File: config.mk
export PLATFORM = sky130hd
export DESIGN_NAME = power_manager
export DESIGN_NICKNAME = d
export VERILOG_FILES = /design/src/hw/mcu_cfg_pkg.sv /design/src/hw/pwr_pkg.sv /design/src/hw/power_manager.sv
export SDC_FILE = /design/constraint.sdc
export NUM_CORES = 1
export LEC_CHECK = 0
export BUFFER_PORTS_ARGS = -buffer_cell sky130_fd_sc_hd__buf_4
export CORE_AREA = 2 2 39 41
export CTS_BUF_LIST = sky130_fd_sc_hd__clkbuf_16
export DETAILED_ROUTE_END_ITERATION = 10
export DIE_AREA = 0 0 41 43
export PLACE_DENSITY_LB_ADDON = 0.05
export SYNTH_ARGS = -nofsm -noshare
export SYNTH_HDL_FRONTEND = slang
export SYNTH_SLANG_ARGS = --single-unit
File: constraint.sdc
create_clock -name clk_i -period 1.6 [get_ports clk_i]
set_input_delay 0.32 -clock clk_i [delete_from_list [all_inputs] [get_ports clk_i]]
set_output_delay 0.32 -clock clk_i [all_outputs]
set_load 0.01 [all_outputs]
File: src/hw/mcu_cfg_pkg.sv
// ************************************************
// mini MCU configuration
// address map, bus widths, AO register offsets
// ************************************************
`default_nettype none

package mcu_cfg_pkg;

  localparam int unsigned ADDR_W = 32;
  localparam int unsigned DATA_W = 32;

  // default RAM geometry, overridable at the top level
  localparam int unsigned NUM_BANKS  = 2;
  localparam int unsigned BANK_WORDS = 256;

  localparam logic [ADDR_W-1:0] RAM_BASE = 32'h0000_0000;
  localparam logic [ADDR_W-1:0] AO_BASE  = 32'h2000_0000;
  localparam int unsigned       AO_SIZE  = 256;

  // returned on reads that hit no target
  localparam logic [DATA_W-1:0] ERR_RDATA = 32'hBADA_CCE5;

  localparam int unsigned NUM_GPIO = 8;

  typedef enum logic [7:0] {
    AO_EXIT        = 8'h00,
    AO_GPIO_OUT    = 8'h04,
    AO_GPIO_OE     = 8'h08,
    AO_GPIO_IN     = 8'h0C,
    AO_INTR_EN     = 8'h10,
    AO_INTR_STATUS = 8'h14,
    AO_PWR_REQ     = 8'h18,
    AO_PWR_STATUS  = 8'h1C
  } ao_reg_e;

endpackage

`default_nettype wire

File: src/hw/pwr_pkg.sv
// ************************************************
// power sequencing types
// ************************************************
`default_nettype none

package pwr_pkg;

  typedef enum logic [2:0] {
    PWR_ON,
    PWR_ISO,
    PWR_SWITCH_OFF,
    PWR_OFF,
    PWR_SWITCH_ON,
    PWR_DEISO
  } pwr_state_e;

  // control lines of one bank, switch and iso are active low
  typedef struct packed {
    logic switch_n;
    logic iso_n;
    logic on;
  } pwr_ctrl_t;

endpackage

`default_nettype wire

File: src/hw/power_manager.sv
// ************************************************
// power manager
// sequences isolation and switch for each bank
// ************************************************
`timescale 1ns/1ps
`default_nettype none

module power_manager #(
  parameter int unsigned NUM_BANKS = mcu_cfg_pkg::NUM_BANKS
) (
  input  logic                 clk_i,
  input  logic                 arst_n_i,
  input  logic [NUM_BANKS-1:0] pwr_req_i,
  input  logic [NUM_BANKS-1:0] bank_switch_ack_ni,
  output logic [NUM_BANKS-1:0] bank_switch_no,
  output logic [NUM_BANKS-1:0] bank_iso_no,
  output logic [NUM_BANKS-1:0] bank_on_o
);

  for (genvar i = 0; i < NUM_BANKS; i++) begin : gen_seq
    pwr_pkg::pwr_state_e state_q;
    pwr_pkg::pwr_state_e state_d;
    pwr_pkg::pwr_ctrl_t  ctrl;

    always_comb begin
      state_d = state_q;
      case (state_q)
        pwr_pkg::PWR_ON: begin
          if (!pwr_req_i[i]) begin
            state_d = pwr_pkg::PWR_ISO;
          end
        end
        pwr_pkg::PWR_ISO: begin
          state_d = pwr_pkg::PWR_SWITCH_OFF;
        end
        // ack is active low, high means the rail is down
        pwr_pkg::PWR_SWITCH_OFF: begin
          if (bank_switch_ack_ni[i]) begin
            state_d = pwr_pkg::PWR_OFF;
          end
        end
        pwr_pkg::PWR_OFF: begin
          if (pwr_req_i[i]) begin
            state_d = pwr_pkg::PWR_SWITCH_ON;
          end
        end
        pwr_pkg::PWR_SWITCH_ON: begin
          if (!bank_switch_ack_ni[i]) begin
            state_d = pwr_pkg::PWR_DEISO;
          end
        end
        pwr_pkg::PWR_DEISO: begin
          state_d = pwr_pkg::PWR_ON;
        end
        default: begin
          state_d = pwr_pkg::PWR_ISO;
        end
      endcase
    end

    always_ff @(posedge clk_i or negedge arst_n_i) begin
      if (!arst_n_i) begin
        state_q <= pwr_pkg::PWR_ON;
      end else begin
        state_q <= state_d;
      end
    end

    // isolation stays on around every switch transition
    always_comb begin
      ctrl = '{switch_n: 1'b0, iso_n: 1'b0, on: 1'b0};
      case (state_q)
        pwr_pkg::PWR_ON:         ctrl = '{switch_n: 1'b0, iso_n: 1'b1, on: 1'b1};
        pwr_pkg::PWR_SWITCH_OFF: ctrl = '{switch_n: 1'b1, iso_n: 1'b0, on: 1'b0};
        pwr_pkg::PWR_OFF:        ctrl = '{switch_n: 1'b1, iso_n: 1'b0, on: 1'b0};
        pwr_pkg::PWR_DEISO:      ctrl = '{switch_n: 1'b0, iso_n: 1'b1, on: 1'b0};
        default:                 ctrl = '{switch_n: 1'b0, iso_n: 1'b0, on: 1'b0};
      endcase
    end

    assign bank_switch_no[i] = ctrl.switch_n;
    assign bank_iso_no[i]    = ctrl.iso_n;
    assign bank_on_o[i]      = ctrl.on;
  end

endmodule

`default_nettype wire

## Word-level counts from Yosys, hierarchy flattened

Index checks and enable logic that the tools add are counted.
Widths: inputs -> output; s select.

| storage, ports and cells | value |
|---|---|
| bits of input ports | 6 |
| register bits after elaboration | 6 |
| output and inout bits | 6 |
| logic and storage cells | 38 |

| operators by class | value |
|---|---|
| equality and inequality tests | 18 |
| muxes and demuxes | 12 |
| reduce and logical (&&, ||, !) cells | 6 |

Operator list:

| kind | number |
|---|---|
| $pmux 3 s6 | 2 |
| $mux 3 | 8 |
| $pmux 3 s3 | 2 |
| $ne 2x2->1 const B | 8 |
| $eq 3x2->1 const B | 4 |
| $eq 3x3->1 const B | 4 |
| $reduce_and 4->1 | 2 |
| $eq 3x1->1 const B | 2 |
| $logic_not 3->1 | 2 |
| $reduce_or 2->1 | 2 |

## Longest topological paths before layout

| logic depth | value |
|---|---|
| word-level depth | 3 |
| gate-level depth with buffers | 6 |
| depth with buffers taken out | 5 |

## Worst setup path after synthesis

Ideal clock, no wire load.

| path | value |
|---|---|
| kind | register -> register |
| start | reg gen_seq[1].state_q[2] |
| end | reg gen_seq[1].state_q[0] |
| data arrival time | 1146 ps |
| library setup time | 129 ps |
| cell stages (with the launch flop) | 6 |
| required time | 1471 ps |
| slack | 325 ps |
| period minus slack after synthesis | 1275 ps |
| path buffers | 1 |
| cells stage by stage | dfrtp_1 > buf_6 > inv_1 > ha_1 > a221oi_1 > o31ai_1 |

| on the way | value |
|---|---|
| longest elaborated chain between the ends | 3 |
| elaborated cells between the ends (all ways) | 12 |
| those cells by class | eq/ne (9); mux (1); reduce/logical (2) |

RTL lines:

| item | RTL line | RTL |
|---|---|---|
| from (decl) | power_manager.sv:21 | `pwr_pkg::pwr_state_e state_q;` |
| from (signal assigned) | power_manager.sv:63 | `state_q <= pwr_pkg::PWR_ON;` |
| from (signal assigned) | power_manager.sv:65 | `state_q <= state_d;` |
| $eq 3x3->1 (tied with other cells) | power_manager.sv:27 | `case (state_q)` |
| $ne 2x2->1 (no line) | - |  |
| $reduce_and 4->1 (no line) | - |  |

Several ways; a longest one is shown, not always the timed one.
A chain may end at the register's enable or synchronous reset.

## Worst setup path in the final report

| path | value |
|---|---|
| start | reg gen_seq[0].state_q[1] |
| end | out bank_on_o[0] |

| on the way | value |
|---|---|
| longest elaborated chain between the ends | 3 |
| elaborated cells between the ends (all ways) | 6 |
| those cells by class | eq/ne (3); mux (1); reduce/logical (2) |

RTL lines:

| item | RTL line | RTL |
|---|---|---|
| from (decl) | power_manager.sv:21 |  |
| from (signal assigned) | power_manager.sv:63 |  |
| from (signal assigned) | power_manager.sv:65 |  |
| $eq 3x2->1 | power_manager.sv:72 | `case (state_q)` |
| $reduce_or 2->1 (no line) | - |  |
| $pmux 3 s3 * | power_manager.sv:72 |  |
| to (decl) | power_manager.sv:17 | `output logic [NUM_BANKS-1:0] bank_on_o` |

Every way passes the cells marked *; elsewhere a longest branch is shown, timed or not.

==> summary.md <==
| Metric | Value |
|---|---|
| Area share of the largest cell type after synthesis | `39.74%` |
| Pin count of the biggest net entering global routing | `10` |
| Clock latency of the later-clocked register in the worst-skew pair | `~0.23 ns` |
| Cell-by-cell trace of the critical path | `nor3_1, buf_4` |
| Leading area contributor after synthesis | `sky130_fd_sc_hd__dfrtp_1` |
| Number of enable flip-flop cells after synthesis | `0` |
| Switching power as a share of total power | `a little over a third` |
| Hold Fails Final Rpt | `0` |
| Path type of the worst setup path | `flop to output pin` |
| Most area-consuming cells after synthesis | `sky130_fd_sc_hd__dfrtp_1 (40%), sky130_fd_sc_hd__buf_6 (6.0%), sky130_fd_sc_hd__nor2_1 (6.0%)` |
| Setup Viol. Count Final | `0` |
| Flip-flop count of the largest register after layout | `6` |
| Remaining routing DRC violations | `0` |
| Number of distinct library cell variants in the gate-level netlist after synthesis | `23` |
| Area growth, synth to finish | `44.37%` |
| Part of the power in registers | `26.8%` |
| Total instance count after detailed placement | `66` |
| Clock share of power | `30.5%` |
| Max_slew headroom | `~83%` |
| Post-Syn Area | `about 380 µm²` |
| Biggest regs | `gen_seq.state_q x6` |
| Post-detailed-route wirelength per cell | `approximately 12 µm` |
| Setup Total Neg Slack | `0 ns` |
| Hold slack | `0.3710 ns` |
| Most frequent cells after synthesis | `sky130_fd_sc_hd__dfrtp_1 (6), sky130_fd_sc_hd__nor2_1 (6), sky130_fd_sc_hd__inv_1 (3), sky130_fd_sc_hd__nor3_1 (3)` |
| Antenna cell count | `0` |
| Aggregate global-route resource usage | `12.37%` |
| Core occupancy in the finished layout | `between 30% and 40%` |
| Crit path launch | `gen_seq[0].state_q[1]` |
| Total half-perimeter wirelength after legalization and detailed placement | `641.1 µm` |
| GRT Residual Overflow | `0` |
| Slowest stage cell, crit path | `sky130_fd_sc_hd__dfrtp_1` |
| Number of buffers created by CTS | `3` |
| Share of synthesized area occupied by flip-flops and latches | `39.74%` |
| Net switching power | `~0.47 mW` |
| Placement-stage cell area | `roughly 460 µm²` |
| Share of final-layout standard cells stronger than drive strength 1 | `between 20% and 30%` |
| Floorplan die width | `between 40 and 50 µm` |
| Final Cycle Share | `between 90% and 100%` |
| DR pass1 iterations | `3` |
| Sinks on Clock Net | `6` |
| Top fanout value on the critical path | `7` |
| Nets in the synthesized netlist | `between 40 and 50` |
| Cell at the root of the clock tree | `sky130_fd_sc_hd__clkbuf_16` |
| CTS tree | `yes` |
| Unrepaired setup endpoints after global routing | `false` |
| Power per standard cell area | `approximately 2400 nW/µm²` |
| Worst setup timing slack at the placement stage | `~0.25 ns` |
| Final Routed Wirelength | `814 µm` |
| Worst setup EP type | `output pin` |
| ANT nets after route | `0` |
| Synthesized netlist cell count | `slightly above 40` |
| Post-CTS setup repair buffer count | `0` |
| Status | `finished, final reports clean` |
| Post-Syn Area per Cell | `just over 9 µm²` |
| Net count reported at finish | `63` |
| Type of the most critical hold path | `primary input to flop` |
| Register area | `~150 µm²` |
| Count of maximum capacitance violations | `0` |
| Overall power of the completed layout | `roughly 1.3 mW` |
| Clk buf depth | `2` |
| Yosys synthesis warning count | `0` |
| Die Span Y | `43 µm` |
| Critical path data arrival time | `1.12 ns` |
| Number of antenna violations at the first check in global routing | `0` |
| Port bufs | `11` |
| Area of the core | `around 1400 µm²` |
| Achievable frequency | `around 690 MHz` |
| Number of rows in the core area | `14` |
| Initial cell density of the core | `27.31%` |
| Leak Pwr | `around 0.26 nW` |
| H-tree depth | `1` |
| I/O pin count | `12` |
| Post-synth ARST share | `between 90% and 100%` |
| Count of vias placed by the detailed router | `about 350` |
| FILL cells | `between 150 and 200` |
| Worst Path Buf+Inv | `1` |
| Top Family by Delay on Critical Path | `flip-flops` |
| Flops & latches, synth | `6` |
| Final GP Congestion | `between 0.7 and 0.8` |
| Tightest Pin Transition | `~0.25 ns` |
| Post-route setup slack | `around 0.16 ns` |
| Detailed-route vias per instance | `just over 5` |
| Post-route cell area | `approximately 550 µm²` |
| Wire length of the first global-routing pass | `1.407 mm` |
| Post-layout minimum cycle time | `1.441 ns` |
| HP Start | `pwr_req_i[0]` |
| Multi-input gate area in the final layout | `188.9 µm²` |
| Cell-internal power | `roughly 0.84 mW` |
| Most instantiated flip-flop cell in the synthesis netlist | `sky130_fd_sc_hd__dfrtp_1` |
| Vias in the first global route | `327` |
| Iteration-0 DRC count of the detailed router | `3` |
| Largest Register | `gen_seq.state_q` |
| Final Max Slew Viols | `0` |
| Post-route non-filler standard cell count | `70` |
| Crit start category | `flop` |
| Max VDD drop | `about 860 µV` |
| Crit-path max cell delay | `between 0.4 and 0.5 ns` |
| Worst r2r src | `gen_seq[1].state_q[1]` |
| Required time at the worst-slack endpoint | `1.28 ns` |
| Share of total power in combinational logic | `42.7%` |
| Clock transition at path regs | `0.03 ns` |
| Die Area | `1763 µm²` |
| Clock Skew | `0.0002297 ns` |
cells by family (layout without fill, tap and decap cells):
kind of cell             count (synthesis)  count (layout)  synth area share, %
AND/OR/NAND/NOR                         17              17                22.52
flip-flops                               6               6                39.73
adder cells (fa/ha/maj)                  2               2                6.291
XOR/XNOR                                 2               2                4.637
AO/OA/AOI/OAI                            8               8                16.56
buffers and inverters                    6              19                10.26
worst paths after layout:
kind | endpoint | cells past startpoint | slack, ns
max | bank_on_o[0] | 2 | 0.16
max in group asynchronous | gen_seq[1].state_q[1] | 2 | 1.05
min in group asynchronous | gen_seq[0].state_q[1] | 2 | 0.44
max reg2reg | gen_seq[1].state_q[0] | 3 | 0.25
min reg2reg | gen_seq[0].state_q[1] | 1 | 0.56
min | gen_seq[0].state_q[2] | 2 | 0.37
layout by cell type (no fill, tap or decap), types with 2 or more instances in the layout:
cell / synthesis / final
sky130_fd_sc_hd__nand3_1: 2 / 2
sky130_fd_sc_hd__clkbuf_16: 0 / 3
sky130_fd_sc_hd__buf_4: 0 / 12
sky130_fd_sc_hd__xor2_1: 2 / 2
sky130_fd_sc_hd__nor3_1: 3 / 3
sky130_fd_sc_hd__o31ai_1: 2 / 2
sky130_fd_sc_hd__nor2_1: 6 / 6
sky130_fd_sc_hd__inv_1: 3 / 3
sky130_fd_sc_hd__dfrtp_1: 6 / 6
worst reg2reg max path: stages, from the launching register on:
cell                       delay (ns)
sky130_fd_sc_hd__dfrtp_1         0.46
sky130_fd_sc_hd__ha_1            0.37
sky130_fd_sc_hd__a221oi_1        0.28
sky130_fd_sc_hd__o31ai_1         0.11
cell type report:
class | count | area share [%]
multi-input combinational | 29 | 34.63
sequential | 6 | 27.52
timing repair buffer | 13 | 18.35
clock buffer | 3 | 13.76
tap | 16 | 3.670
inverter | 3 | 2.064
routing by layer:
metal | vias up | global-route usage [%] | share of wire (%)
met5 | - | 0 | 0
met4 | 0 | 8.000 | 2.7
met3 | 2 | 4.712 | 5.2
met2 | 10 | 19.06 | 54
met1 | 168 | 13.29 | 37
li1 | 172 | - | -
power by group through the flow:
stage / combinational [mW] / sequential (mW) / clock, mW
after floorplan: 0.445 / 0.290 / 0
after global placement: 0.548 / 0.345 / 0
after detailed placement: 0.565 / 0.353 / 0
after CTS: 0.569 / 0.353 / 0.405
after global routing: 0.631 / 0.373 / 0.418
final: 0.560 / 0.352 / 0.400
repair_timing:
| item | 4_1_cts | 5_1_grt |
|---|---|---|
| gates resized for setup | 0 | 0 |
| hold buffers | 1 | 0 |
| hold endpoints to repair | 6 | 0 |
No activity file was read; power rests on OpenSTA's default activity.
