--- config.mk ---
export PLATFORM = sky130hd
export DESIGN_NAME = ao_periph_flat
export DESIGN_NICKNAME = d
export VERILOG_FILES = /design/src/hw/mcu_cfg_pkg.sv /design/src/hw/obi_if.sv /design/src/hw/ao_periph.sv /design/src/flat_wrapper.sv
export SDC_FILE = /design/constraint.sdc
export NUM_CORES = 1
export LEC_CHECK = 0
export ABC_AREA = 1
export BUFFER_PORTS_ARGS = -buffer_cell sky130_fd_sc_hd__buf_4
export CAP_MARGIN = 20
export CORE_MARGIN = 2
export CORE_UTILIZATION = 45
export DETAILED_ROUTE_END_ITERATION = 10
export GPL_TIMING_DRIVEN = 0
export HOLD_SLACK_MARGIN = 0.06
export PLACE_DENSITY = 0.78
export SLEW_MARGIN = 20
export SYNTH_ARGS = -nofsm -noshare
export SYNTH_HDL_FRONTEND = slang
export SYNTH_SLANG_ARGS = --single-unit
--- constraint.sdc ---
create_clock -name clk_i -period 0.95 [get_ports clk_i]
set_clock_uncertainty 0.05 [all_clocks]
set_input_delay 0.19 -clock clk_i [delete_from_list [all_inputs] [get_ports clk_i]]
set_output_delay 0.19 -clock clk_i [all_outputs]
set_load 0.02 [all_outputs]
--- src/hw/mcu_cfg_pkg.sv ---
// ************************************************
// mini MCU configuration
// address map, bus widths, AO register offsets
// ************************************************
`default_nettype none

package mcu_cfg_pkg;

  localparam int unsigned ADDR_W = 32;
  localparam int unsigned DATA_W = 32;

  // default RAM geometry, overridable at the top level
  localparam int unsigned NUM_BANKS  = 2;
  localparam int unsigned BANK_WORDS = 256;

  localparam logic [ADDR_W-1:0] RAM_BASE = 32'h0000_0000;
  localparam logic [ADDR_W-1:0] AO_BASE  = 32'h2000_0000;
  localparam int unsigned       AO_SIZE  = 256;

  // returned on reads that hit no target
  localparam logic [DATA_W-1:0] ERR_RDATA = 32'hBADA_CCE5;

  localparam int unsigned NUM_GPIO = 8;

  typedef enum logic [7:0] {
    AO_EXIT        = 8'h00,
    AO_GPIO_OUT    = 8'h04,
    AO_GPIO_OE     = 8'h08,
    AO_GPIO_IN     = 8'h0C,
    AO_INTR_EN     = 8'h10,
    AO_INTR_STATUS = 8'h14,
    AO_PWR_REQ     = 8'h18,
    AO_PWR_STATUS  = 8'h1C
  } ao_reg_e;

endpackage

`default_nettype wire

--- src/hw/obi_if.sv ---
// ************************************************
// request/grant/rvalid bus between fabric blocks
// ************************************************
`timescale 1ns/1ps
`default_nettype none

interface obi_if;

  logic                           req;
  logic                           we;
  logic [mcu_cfg_pkg::ADDR_W-1:0] addr;
  logic [mcu_cfg_pkg::DATA_W-1:0] wdata;
  logic                           gnt;
  logic                           rvalid;
  logic [mcu_cfg_pkg::DATA_W-1:0] rdata;

  modport manager (
    output req, we, addr, wdata,
    input  gnt, rvalid, rdata
  );

  modport subordinate (
    input  req, we, addr, wdata,
    output gnt, rvalid, rdata
  );

endinterface

`default_nettype wire

--- src/hw/ao_periph.sv ---
// ************************************************
// always-on peripheral block
// exit value, GPIO with interrupts, bank power
// ************************************************
`timescale 1ns/1ps
`default_nettype none

module ao_periph #(
  parameter int unsigned NUM_BANKS = mcu_cfg_pkg::NUM_BANKS
) (
  input  logic                             clk_i,
  input  logic                             arst_n_i,
  obi_if.subordinate                       bus,
  input  logic [mcu_cfg_pkg::NUM_GPIO-1:0] gpio_i,
  output logic [mcu_cfg_pkg::NUM_GPIO-1:0] gpio_o,
  output logic [mcu_cfg_pkg::NUM_GPIO-1:0] gpio_oe_o,
  output logic                             irq_o,
  output logic                             exit_valid_o,
  output logic [mcu_cfg_pkg::DATA_W-1:0]   exit_value_o,
  output logic [NUM_BANKS-1:0]             pwr_req_o,
  input  logic [NUM_BANKS-1:0]             bank_on_i
);

  mcu_cfg_pkg::ao_reg_e             reg_off;
  logic                             xfer;
  logic                             wr;
  logic                             rvalid_q;
  logic [mcu_cfg_pkg::DATA_W-1:0]   rdata_q;
  logic [mcu_cfg_pkg::DATA_W-1:0]   rdata_d;
  logic [mcu_cfg_pkg::DATA_W-1:0]   exit_value_q;
  logic                             exit_valid_q;
  logic [mcu_cfg_pkg::NUM_GPIO-1:0] gpio_out_q;
  logic [mcu_cfg_pkg::NUM_GPIO-1:0] gpio_oe_q;
  logic [mcu_cfg_pkg::NUM_GPIO-1:0] intr_en_q;
  logic [mcu_cfg_pkg::NUM_GPIO-1:0] intr_status_q;
  logic [mcu_cfg_pkg::NUM_GPIO-1:0] intr_clr;
  logic [mcu_cfg_pkg::NUM_GPIO-1:0] gpio_sync1_q;
  logic [mcu_cfg_pkg::NUM_GPIO-1:0] gpio_sync2_q;
  logic [mcu_cfg_pkg::NUM_GPIO-1:0] gpio_prev_q;
  logic [mcu_cfg_pkg::NUM_GPIO-1:0] gpio_rise;
  logic [NUM_BANKS-1:0]             pwr_req_q;

  assign bus.gnt  = bus.req;
  assign xfer     = bus.req;
  assign wr       = xfer && bus.we;
  assign reg_off  = mcu_cfg_pkg::ao_reg_e'(bus.addr[7:0]);

  assign gpio_rise = gpio_sync2_q & ~gpio_prev_q;
  assign intr_clr  = (wr && reg_off == mcu_cfg_pkg::AO_INTR_STATUS) ?
                     bus.wdata[mcu_cfg_pkg::NUM_GPIO-1:0] : '0;

  always_ff @(posedge clk_i or negedge arst_n_i) begin
    if (!arst_n_i) begin
      exit_value_q  <= '0;
      exit_valid_q  <= 1'b0;
      gpio_out_q    <= '0;
      gpio_oe_q     <= '0;
      intr_en_q     <= '0;
      intr_status_q <= '0;
      gpio_sync1_q  <= '0;
      gpio_sync2_q  <= '0;
      gpio_prev_q   <= '0;
      pwr_req_q     <= '1;
      rvalid_q      <= 1'b0;
    end else begin
      gpio_sync1_q  <= gpio_i;
      gpio_sync2_q  <= gpio_sync1_q;
      gpio_prev_q   <= gpio_sync2_q;
      // a new edge wins over a clear in the same cycle
      intr_status_q <= (intr_status_q & ~intr_clr) | gpio_rise;
      rvalid_q      <= xfer;
      if (wr) begin
        case (reg_off)
          mcu_cfg_pkg::AO_EXIT: begin
            exit_value_q <= bus.wdata;
            exit_valid_q <= 1'b1;
          end
          mcu_cfg_pkg::AO_GPIO_OUT: gpio_out_q <= bus.wdata[mcu_cfg_pkg::NUM_GPIO-1:0];
          mcu_cfg_pkg::AO_GPIO_OE:  gpio_oe_q  <= bus.wdata[mcu_cfg_pkg::NUM_GPIO-1:0];
          mcu_cfg_pkg::AO_INTR_EN:  intr_en_q  <= bus.wdata[mcu_cfg_pkg::NUM_GPIO-1:0];
          mcu_cfg_pkg::AO_PWR_REQ:  pwr_req_q  <= bus.wdata[NUM_BANKS-1:0];
          default: ;
        endcase
      end
    end
  end

  always_comb begin
    rdata_d = '0;
    case (reg_off)
      mcu_cfg_pkg::AO_EXIT:        rdata_d = exit_value_q;
      mcu_cfg_pkg::AO_GPIO_OUT:    rdata_d[mcu_cfg_pkg::NUM_GPIO-1:0] = gpio_out_q;
      mcu_cfg_pkg::AO_GPIO_OE:     rdata_d[mcu_cfg_pkg::NUM_GPIO-1:0] = gpio_oe_q;
      mcu_cfg_pkg::AO_GPIO_IN:     rdata_d[mcu_cfg_pkg::NUM_GPIO-1:0] = gpio_sync2_q;
      mcu_cfg_pkg::AO_INTR_EN:     rdata_d[mcu_cfg_pkg::NUM_GPIO-1:0] = intr_en_q;
      mcu_cfg_pkg::AO_INTR_STATUS: rdata_d[mcu_cfg_pkg::NUM_GPIO-1:0] = intr_status_q;
      mcu_cfg_pkg::AO_PWR_REQ:     rdata_d[NUM_BANKS-1:0] = pwr_req_q;
      mcu_cfg_pkg::AO_PWR_STATUS:  rdata_d[NUM_BANKS-1:0] = bank_on_i;
      default:                     rdata_d = '0;
    endcase
  end

  always_ff @(posedge clk_i) begin
    if (xfer && !bus.we) begin
      rdata_q <= rdata_d;
    end
  end

  assign bus.rvalid   = rvalid_q;
  assign bus.rdata    = rdata_q;
  assign gpio_o       = gpio_out_q;
  assign gpio_oe_o    = gpio_oe_q;
  assign irq_o        = |(intr_status_q & intr_en_q);
  assign exit_valid_o = exit_valid_q;
  assign exit_value_o = exit_value_q;
  assign pwr_req_o    = pwr_req_q;

endmodule

`default_nettype wire

--- src/flat_wrapper.sv ---
// flat-port wrapper written by rule: the top's interface ports become plain ports
module ao_periph_flat 
#(
  parameter int unsigned NUM_BANKS = mcu_cfg_pkg::NUM_BANKS
)
  (clk_i, arst_n_i, gpio_i, gpio_o, gpio_oe_o, irq_o, exit_valid_o, exit_value_o, pwr_req_o, bank_on_i, bus_req, bus_we, bus_addr, bus_wdata, bus_gnt, bus_rvalid, bus_rdata);
  obi_if bus_i ();
  input  logic clk_i;
  input  logic arst_n_i;
  input  logic [mcu_cfg_pkg::NUM_GPIO-1:0] gpio_i;
  output logic [mcu_cfg_pkg::NUM_GPIO-1:0] gpio_o;
  output logic [mcu_cfg_pkg::NUM_GPIO-1:0] gpio_oe_o;
  output logic irq_o;
  output logic exit_valid_o;
  output logic [mcu_cfg_pkg::DATA_W-1:0] exit_value_o;
  output logic [NUM_BANKS-1:0] pwr_req_o;
  input  logic [NUM_BANKS-1:0] bank_on_i;
  input wire logic [$bits(bus_i.req)-1:0] bus_req;
  input wire logic [$bits(bus_i.we)-1:0] bus_we;
  input wire logic [$bits(bus_i.addr)-1:0] bus_addr;
  input wire logic [$bits(bus_i.wdata)-1:0] bus_wdata;
  output wire logic [$bits(bus_i.gnt)-1:0] bus_gnt;
  output wire logic [$bits(bus_i.rvalid)-1:0] bus_rvalid;
  output wire logic [$bits(bus_i.rdata)-1:0] bus_rdata;
  assign bus_i.req = bus_req;
  assign bus_i.we = bus_we;
  assign bus_i.addr = bus_addr;
  assign bus_i.wdata = bus_wdata;
  assign bus_gnt = bus_i.gnt;
  assign bus_rvalid = bus_i.rvalid;
  assign bus_rdata = bus_i.rdata;
  ao_periph #(.NUM_BANKS(NUM_BANKS)) u_core (.clk_i(clk_i), .arst_n_i(arst_n_i), .bus(bus_i), .gpio_i(gpio_i), .gpio_o(gpio_o), .gpio_oe_o(gpio_oe_o), .irq_o(irq_o), .exit_valid_o(exit_valid_o), .exit_value_o(exit_value_o), .pwr_req_o(pwr_req_o), .bank_on_i(bank_on_i));
endmodule
# Word level (Yosys, flattened, before mapping)

Index checks and enable logic that the tools add are counted.

Equal/unequal tests: 7
Mux-type cells: 3
Bitwise gates (word level): 6
Reduce and logical (&&, ||, !) cells: 11

Operators by type and width:

| cell                                                            | count |
|---|---|
| 6-bit case mux with 6 select lines                              | 1 |
| 8-bit by 5-bit == test with 1-bit output, second input constant | 4 |
| 8-bit bitwise AND                                               | 3 |
| 8-bit by 4-bit == test with 1-bit output, second input constant | 2 |
| 8-bit NOT                                                       | 2 |
| 2-bit case mux with 8 select lines                              | 1 |
| 2-bit AND reduction                                             | 5 |
| 8-bit by 3-bit == test with 1-bit output, second input constant | 1 |
| 8-bit logical NOT                                               | 1 |
| 8-bit two-way mux                                               | 1 |
| 8-bit bitwise OR                                                | 1 |
| 8-bit OR reduction                                              | 1 |
| 1-bit logical AND                                               | 3 |
| 1-bit logical NOT                                               | 1 |

Bits in registers: 124
Input bits: 78
Output and inout port bits: 86
Logic and storage cells: 40

# Longest topological paths before layout

Depth in word-level cells: 6
Mapped depth: 8
Depth with buffers taken out: 8

# Worst setup path after synthesis

OpenSTA, ideal clock, no wires.

Path kind: input port to flip-flop
From: input bus_req
To: register u_core.rdata_q, in the netlist u_core.bus.rdata[0], enable pin
Library setup time: 0.422 ns
Data arrival time: 1.579 ns
Data required time: 0.478 ns
Slack: -1.101 ns
Stages on the path: 2
Path buffers: 0
Cell sequence: inv_1 > nor2_1

Longest elaborated chain between the ends: 1

Ends and longest elaborated chain:

| item                 | line               | text |
|---|---|---|
| start, declared      | flat_wrapper.sv:18 | `input wire logic [$bits(bus_i.req)-1:0] bus_req;` |
| 1-bit logical AND    | ao_periph.sv:104   | `if (xfer && !bus.we) begin` |
| end signal, assigned | ao_periph.sv:105   | `rdata_q <= rdata_d;` |
| end, declared        | ao_periph.sv:28    | `logic [mcu_cfg_pkg::DATA_W-1:0] rdata_q;` |

No other way between the ends.
A chain may end at the register's enable or synchronous reset.

# Final worst setup path

From: register u_core.intr_en_q[4] in the netlist's numbering
To: output irq_o

Longest elaborated chain between the ends: 2

Ends and longest elaborated chain:

| item                   | line               | text |
|---|---|---|
| start, declared        | ao_periph.sv:34    | `logic [mcu_cfg_pkg::NUM_GPIO-1:0] intr_en_q;` |
| start signal, assigned | ao_periph.sv:80    | `mcu_cfg_pkg::AO_INTR_EN: intr_en_q <= bus.wdata[mcu_cfg_pkg::NUM_GPIO-1:0];` |
| 8-bit bitwise AND      | ao_periph.sv:113   | `assign irq_o = \|(intr_status_q & intr_en_q);` |
| 8-bit OR reduction     | ao_periph.sv:113   |  |
| end, declared          | flat_wrapper.sv:13 | `output logic irq_o;` |

No other way between the ends.

==> impl_metrics.env <==
export IMPL_status="complete, but fails checks"
export IMPL_violations="negative hold slack, negative setup slack"
export IMPL_antenna_found_initial=0
export IMPL_cp_max_fo=3
export IMPL_firstDrtPassIters=6
export IMPL_yosys_warnings=0
export IMPL_wl_met1_mm=7.305
export IMPL_clkTransAtPathRegs_ns=0.06
export IMPL_drive_above_1_share=0.5345
export IMPL_total_leakage_power_nw=4.393
export IMPL_die_h_um=110.6
export IMPL_dieWidth_um=110.6
export IMPL_cts_tree="yes"
export IMPL_crit_path_start_kind="flop"
export IMPL_vias=5170
export IMPL_hp_class="input pin to asynchronous set/reset pin"
export IMPL_rsz0062_at_grt="true"
export IMPL_cts_sinks=124
export IMPL_grt_pass1_vias=5105
export IMPL_routed_via_density=5.431
export IMPL_path_delay_family="flip-flops"
export IMPL_synth_seq_cells=124
export IMPL_power_mw=14.37
export IMPL_area_delta_synth_final_pct=85.64
export IMPL_core_um2=10980
export IMPL_hold_violations=90
export IMPL_postCtsHoldBufs=41
export IMPL_dr_max_layer_used="met4"
export IMPL_path_class="flop to output pin"
export IMPL_antenna_cells=0
export IMPL_clk_path_buf_depth=2
export IMPL_worstMarginPinSlew_ns=0.8317
export IMPL_synthCells=515
export IMPL_drv_cap=0
export IMPL_cts_root_buffer="clkbuf_16"
export IMPL_drtAntennaViolNets=0
export IMPL_fill_cells=450
export IMPL_synth_cell_types=22
export IMPL_htreeDepth=4
export IMPL_fin_area_um2=9495
export IMPL_io_pins=164
export IMPL_synth_seq_area_share=0.6385
export IMPL_max_freq_mhz=590.4
export IMPL_crit_arrival_ns=1.45
export IMPL_dr_wl_met2_mm=10.64
export IMPL_finalCritPeriodShare=1.783
export IMPL_grt_first_pass_wirelength_mm=26.56
export IMPL_fin_util=0.8645
export IMPL_worstPathCellList="a22o_1, nor2_2, nand2_2, buf_6"
export IMPL_grt_ovfl_total=0
export IMPL_worst_path_buf_inv=1
export IMPL_whs_ns=-0.1879
export IMPL_slowest_stage="dfrtp_1"
export IMPL_setup_viol=157
export IMPL_drc=0
export IMPL_hpwl_mm=9.066
export IMPL_setup_slack_ns=-0.7439
export IMPL_gp_congestion=0.8589
export IMPL_powerDensity_nw_per_um2=1514
export IMPL_ir_drop_v=0.001434
export IMPL_clk_latency_ns=0.42
export IMPL_dpl_instance_area_um2=6633
export IMPL_synth_area_um2=5115
export IMPL_cts_buffers=17
export IMPL_critPathRequiredTime_ns=0.71
export IMPL_nets=877
export IMPL_stdcell_count=952
export IMPL_endpoint_kind="output pin"
export IMPL_wirelength_mm=20.05
export IMPL_wl_per_cell_um=21.06
export IMPL_initial_core_util=0.4657
export IMPL_synthesis_area_per_instance_um2=9.932
export IMPL_rows=38
export IMPL_portBuffers=139
export IMPL_drt_iter0_drc=493
export IMPL_period_needed_ns=1.694
export IMPL_dp_cells=794
export IMPL_slew_headroom=0.4456
export IMPL_setup_tns_ns=-28.04
export IMPL_final_max_slew_viol_count=0
export IMPL_critPathMaxStageDelay_ns=0.42
export IMPL_grt_total_usage=0.2750
export IMPL_grt_start_max_net_pins=93
export IMPL_pre_cts_ws_ns=-0.6394
export IMPL_wl_met3_mm=1.354
export IMPL_die_area_um2=12240
export IMPL_synth_fp_nets=593
==> placed cells by master (no fill, tap or decap), drive strengths merged <==
cell type    synthesis  final
buf                 17    238
nand2              115    115
nor2                90     91
dfrtp               90     90
inv                 65     63
dlygate4sd3          0     41
nand3               40     40
o21ai               34     34
edfxtp              32     32
clkbuf               2     25
a21oi               24     24
clkinv               0      5
a22o                 4      4
clkinvlp             0      4
bufinv               0      4
dfstp                2      2
==> what timing repair did <==
item | CTS | global route
buffers inserted | 55 | 28
setup endpoints to repair | 176 | 162
pin swaps | 35 | 57
endpoints found under the hold margin | 133 | 90
cloned | 5 | 4
resized for setup | 150 | 146
==> Yosys cell counts <==
library cell | n | area [um^2]
edfxtp_1 | 32 | 960.9
nand3_2 | 2 | 20.02
o21ai_2 | 5 | 43.79
buf_2 | 8 | 40.04
inv_1 | 62 | 232.7
nand2_2 | 2 | 12.51
nand3_1 | 37 | 185.2
o21ai_1 | 8 | 40.04
a21oi_2 | 24 | 210.2
clkbuf_1 | 2 | 7.510
nand3_4 | 1 | 17.52
nor2_2 | 1 | 6.260
nor2_1 | 85 | 319.1
nor2_4 | 4 | 45.04
a22o_1 | 4 | 35.03
buf_6 | 7 | 78.83
buf_4 | 2 | 15.01
dfstp_2 | 2 | 52.55
o21ai_0 | 21 | 105.1
inv_2 | 3 | 11.26
nand2_1 | 113 | 424.2
dfrtp_1 | 90 | 2252
==> metal layers <==
layer,GRT usage,vias to the layer above
met3,0.05598,76
met1,0.3197,2567
met5,0,-
met2,0.5051,327
met4,0.09167,0
li1,-,2200
==> power breakdown <==
part           internal (mW)  leakage [nW]  switching, mW  total (mW)
registers               5.67          1.32          0.141        5.81
logic                  0.770          2.78          0.817        1.59
clock network           4.46         0.295           2.52        6.98
total                   10.9          4.39           3.48        14.4
==> state kept, by name, summed over array words and instances (netlist names), 2 cells and up <==
signal / count
u_core.gpio_prev_q: 8
u_core.gpio_o: 8
u_core.bus.rdata: 32
u_core.intr_en_q: 8
u_core.gpio_sync1_q: 8
u_core.gpio_oe_o: 8
u_core.gpio_sync2_q: 8
u_core.exit_value_o: 32
u_core.intr_status_q: 8
u_core.pwr_req_o: 2
==> logic make-up after synthesis <==
logic type	share of synthesized area
and+or+nand+nor	0.2013
AOI/OAI and AO/OA	0.08488
buffers and inverters	0.07534
DFF	0.6385
==> worst reg2reg max path, stage by stage, from the launching register on <==
cell,delay (ns)
dfrtp_1,0.39
buf_4,0.15
nand3_1,0.09
nand2_1,0.06
nor2_1,0.11
nand2_1,0.13
==> path summary, 6_finish.rpt <==
path / startpoint / endpoint / slack (ns) / cells past startpoint
setup / recovery: u_core.intr_en_q[4]$_DFFE_PN0P_ / irq_o / -0.74 / 4
hold / removal: arst_n_i / u_core.intr_status_q[5]$_DFF_PN0_ / -0.19 / 1
setup reg to reg: u_core.gpio_oe_o[1]$_DFFE_PN0P_ / u_core.bus.rdata[1]$_DFFE_PP_ / -0.30 / 5
hold reg to reg: u_core.gpio_sync1_q[6]$_DFF_PN0_ / u_core.gpio_sync2_q[6]$_DFF_PN0_ / 0.30 / 0
max in group asynchronous: arst_n_i / u_core.gpio_oe_o[1]$_DFFE_PN0P_ / 0.48 / 1
min in group clk_i: bank_on_i[0] / u_core.bus.rdata[0]$_DFFE_PP_ / 0.17 / 5
==> cell type report <==
| class | instances | area, um^2 | area share |
|---|---|---|---|
| sequential | 124 | 3266 | 0.3439 |
| tap | 140 | 175.2 | 0.01845 |
| clock buffer | 21 | 450.4 | 0.04744 |
| buffer | 19 | 265.3 | 0.02794 |
| inverter | 65 | 347.8 | 0.03663 |
| timing repair buffer | 264 | 2733 | 0.2878 |
| clock inverter | 11 | 166.4 | 0.01753 |
| multi-input combinational | 308 | 2092 | 0.2203 |
No activity file was read; power rests on OpenSTA's default activity.
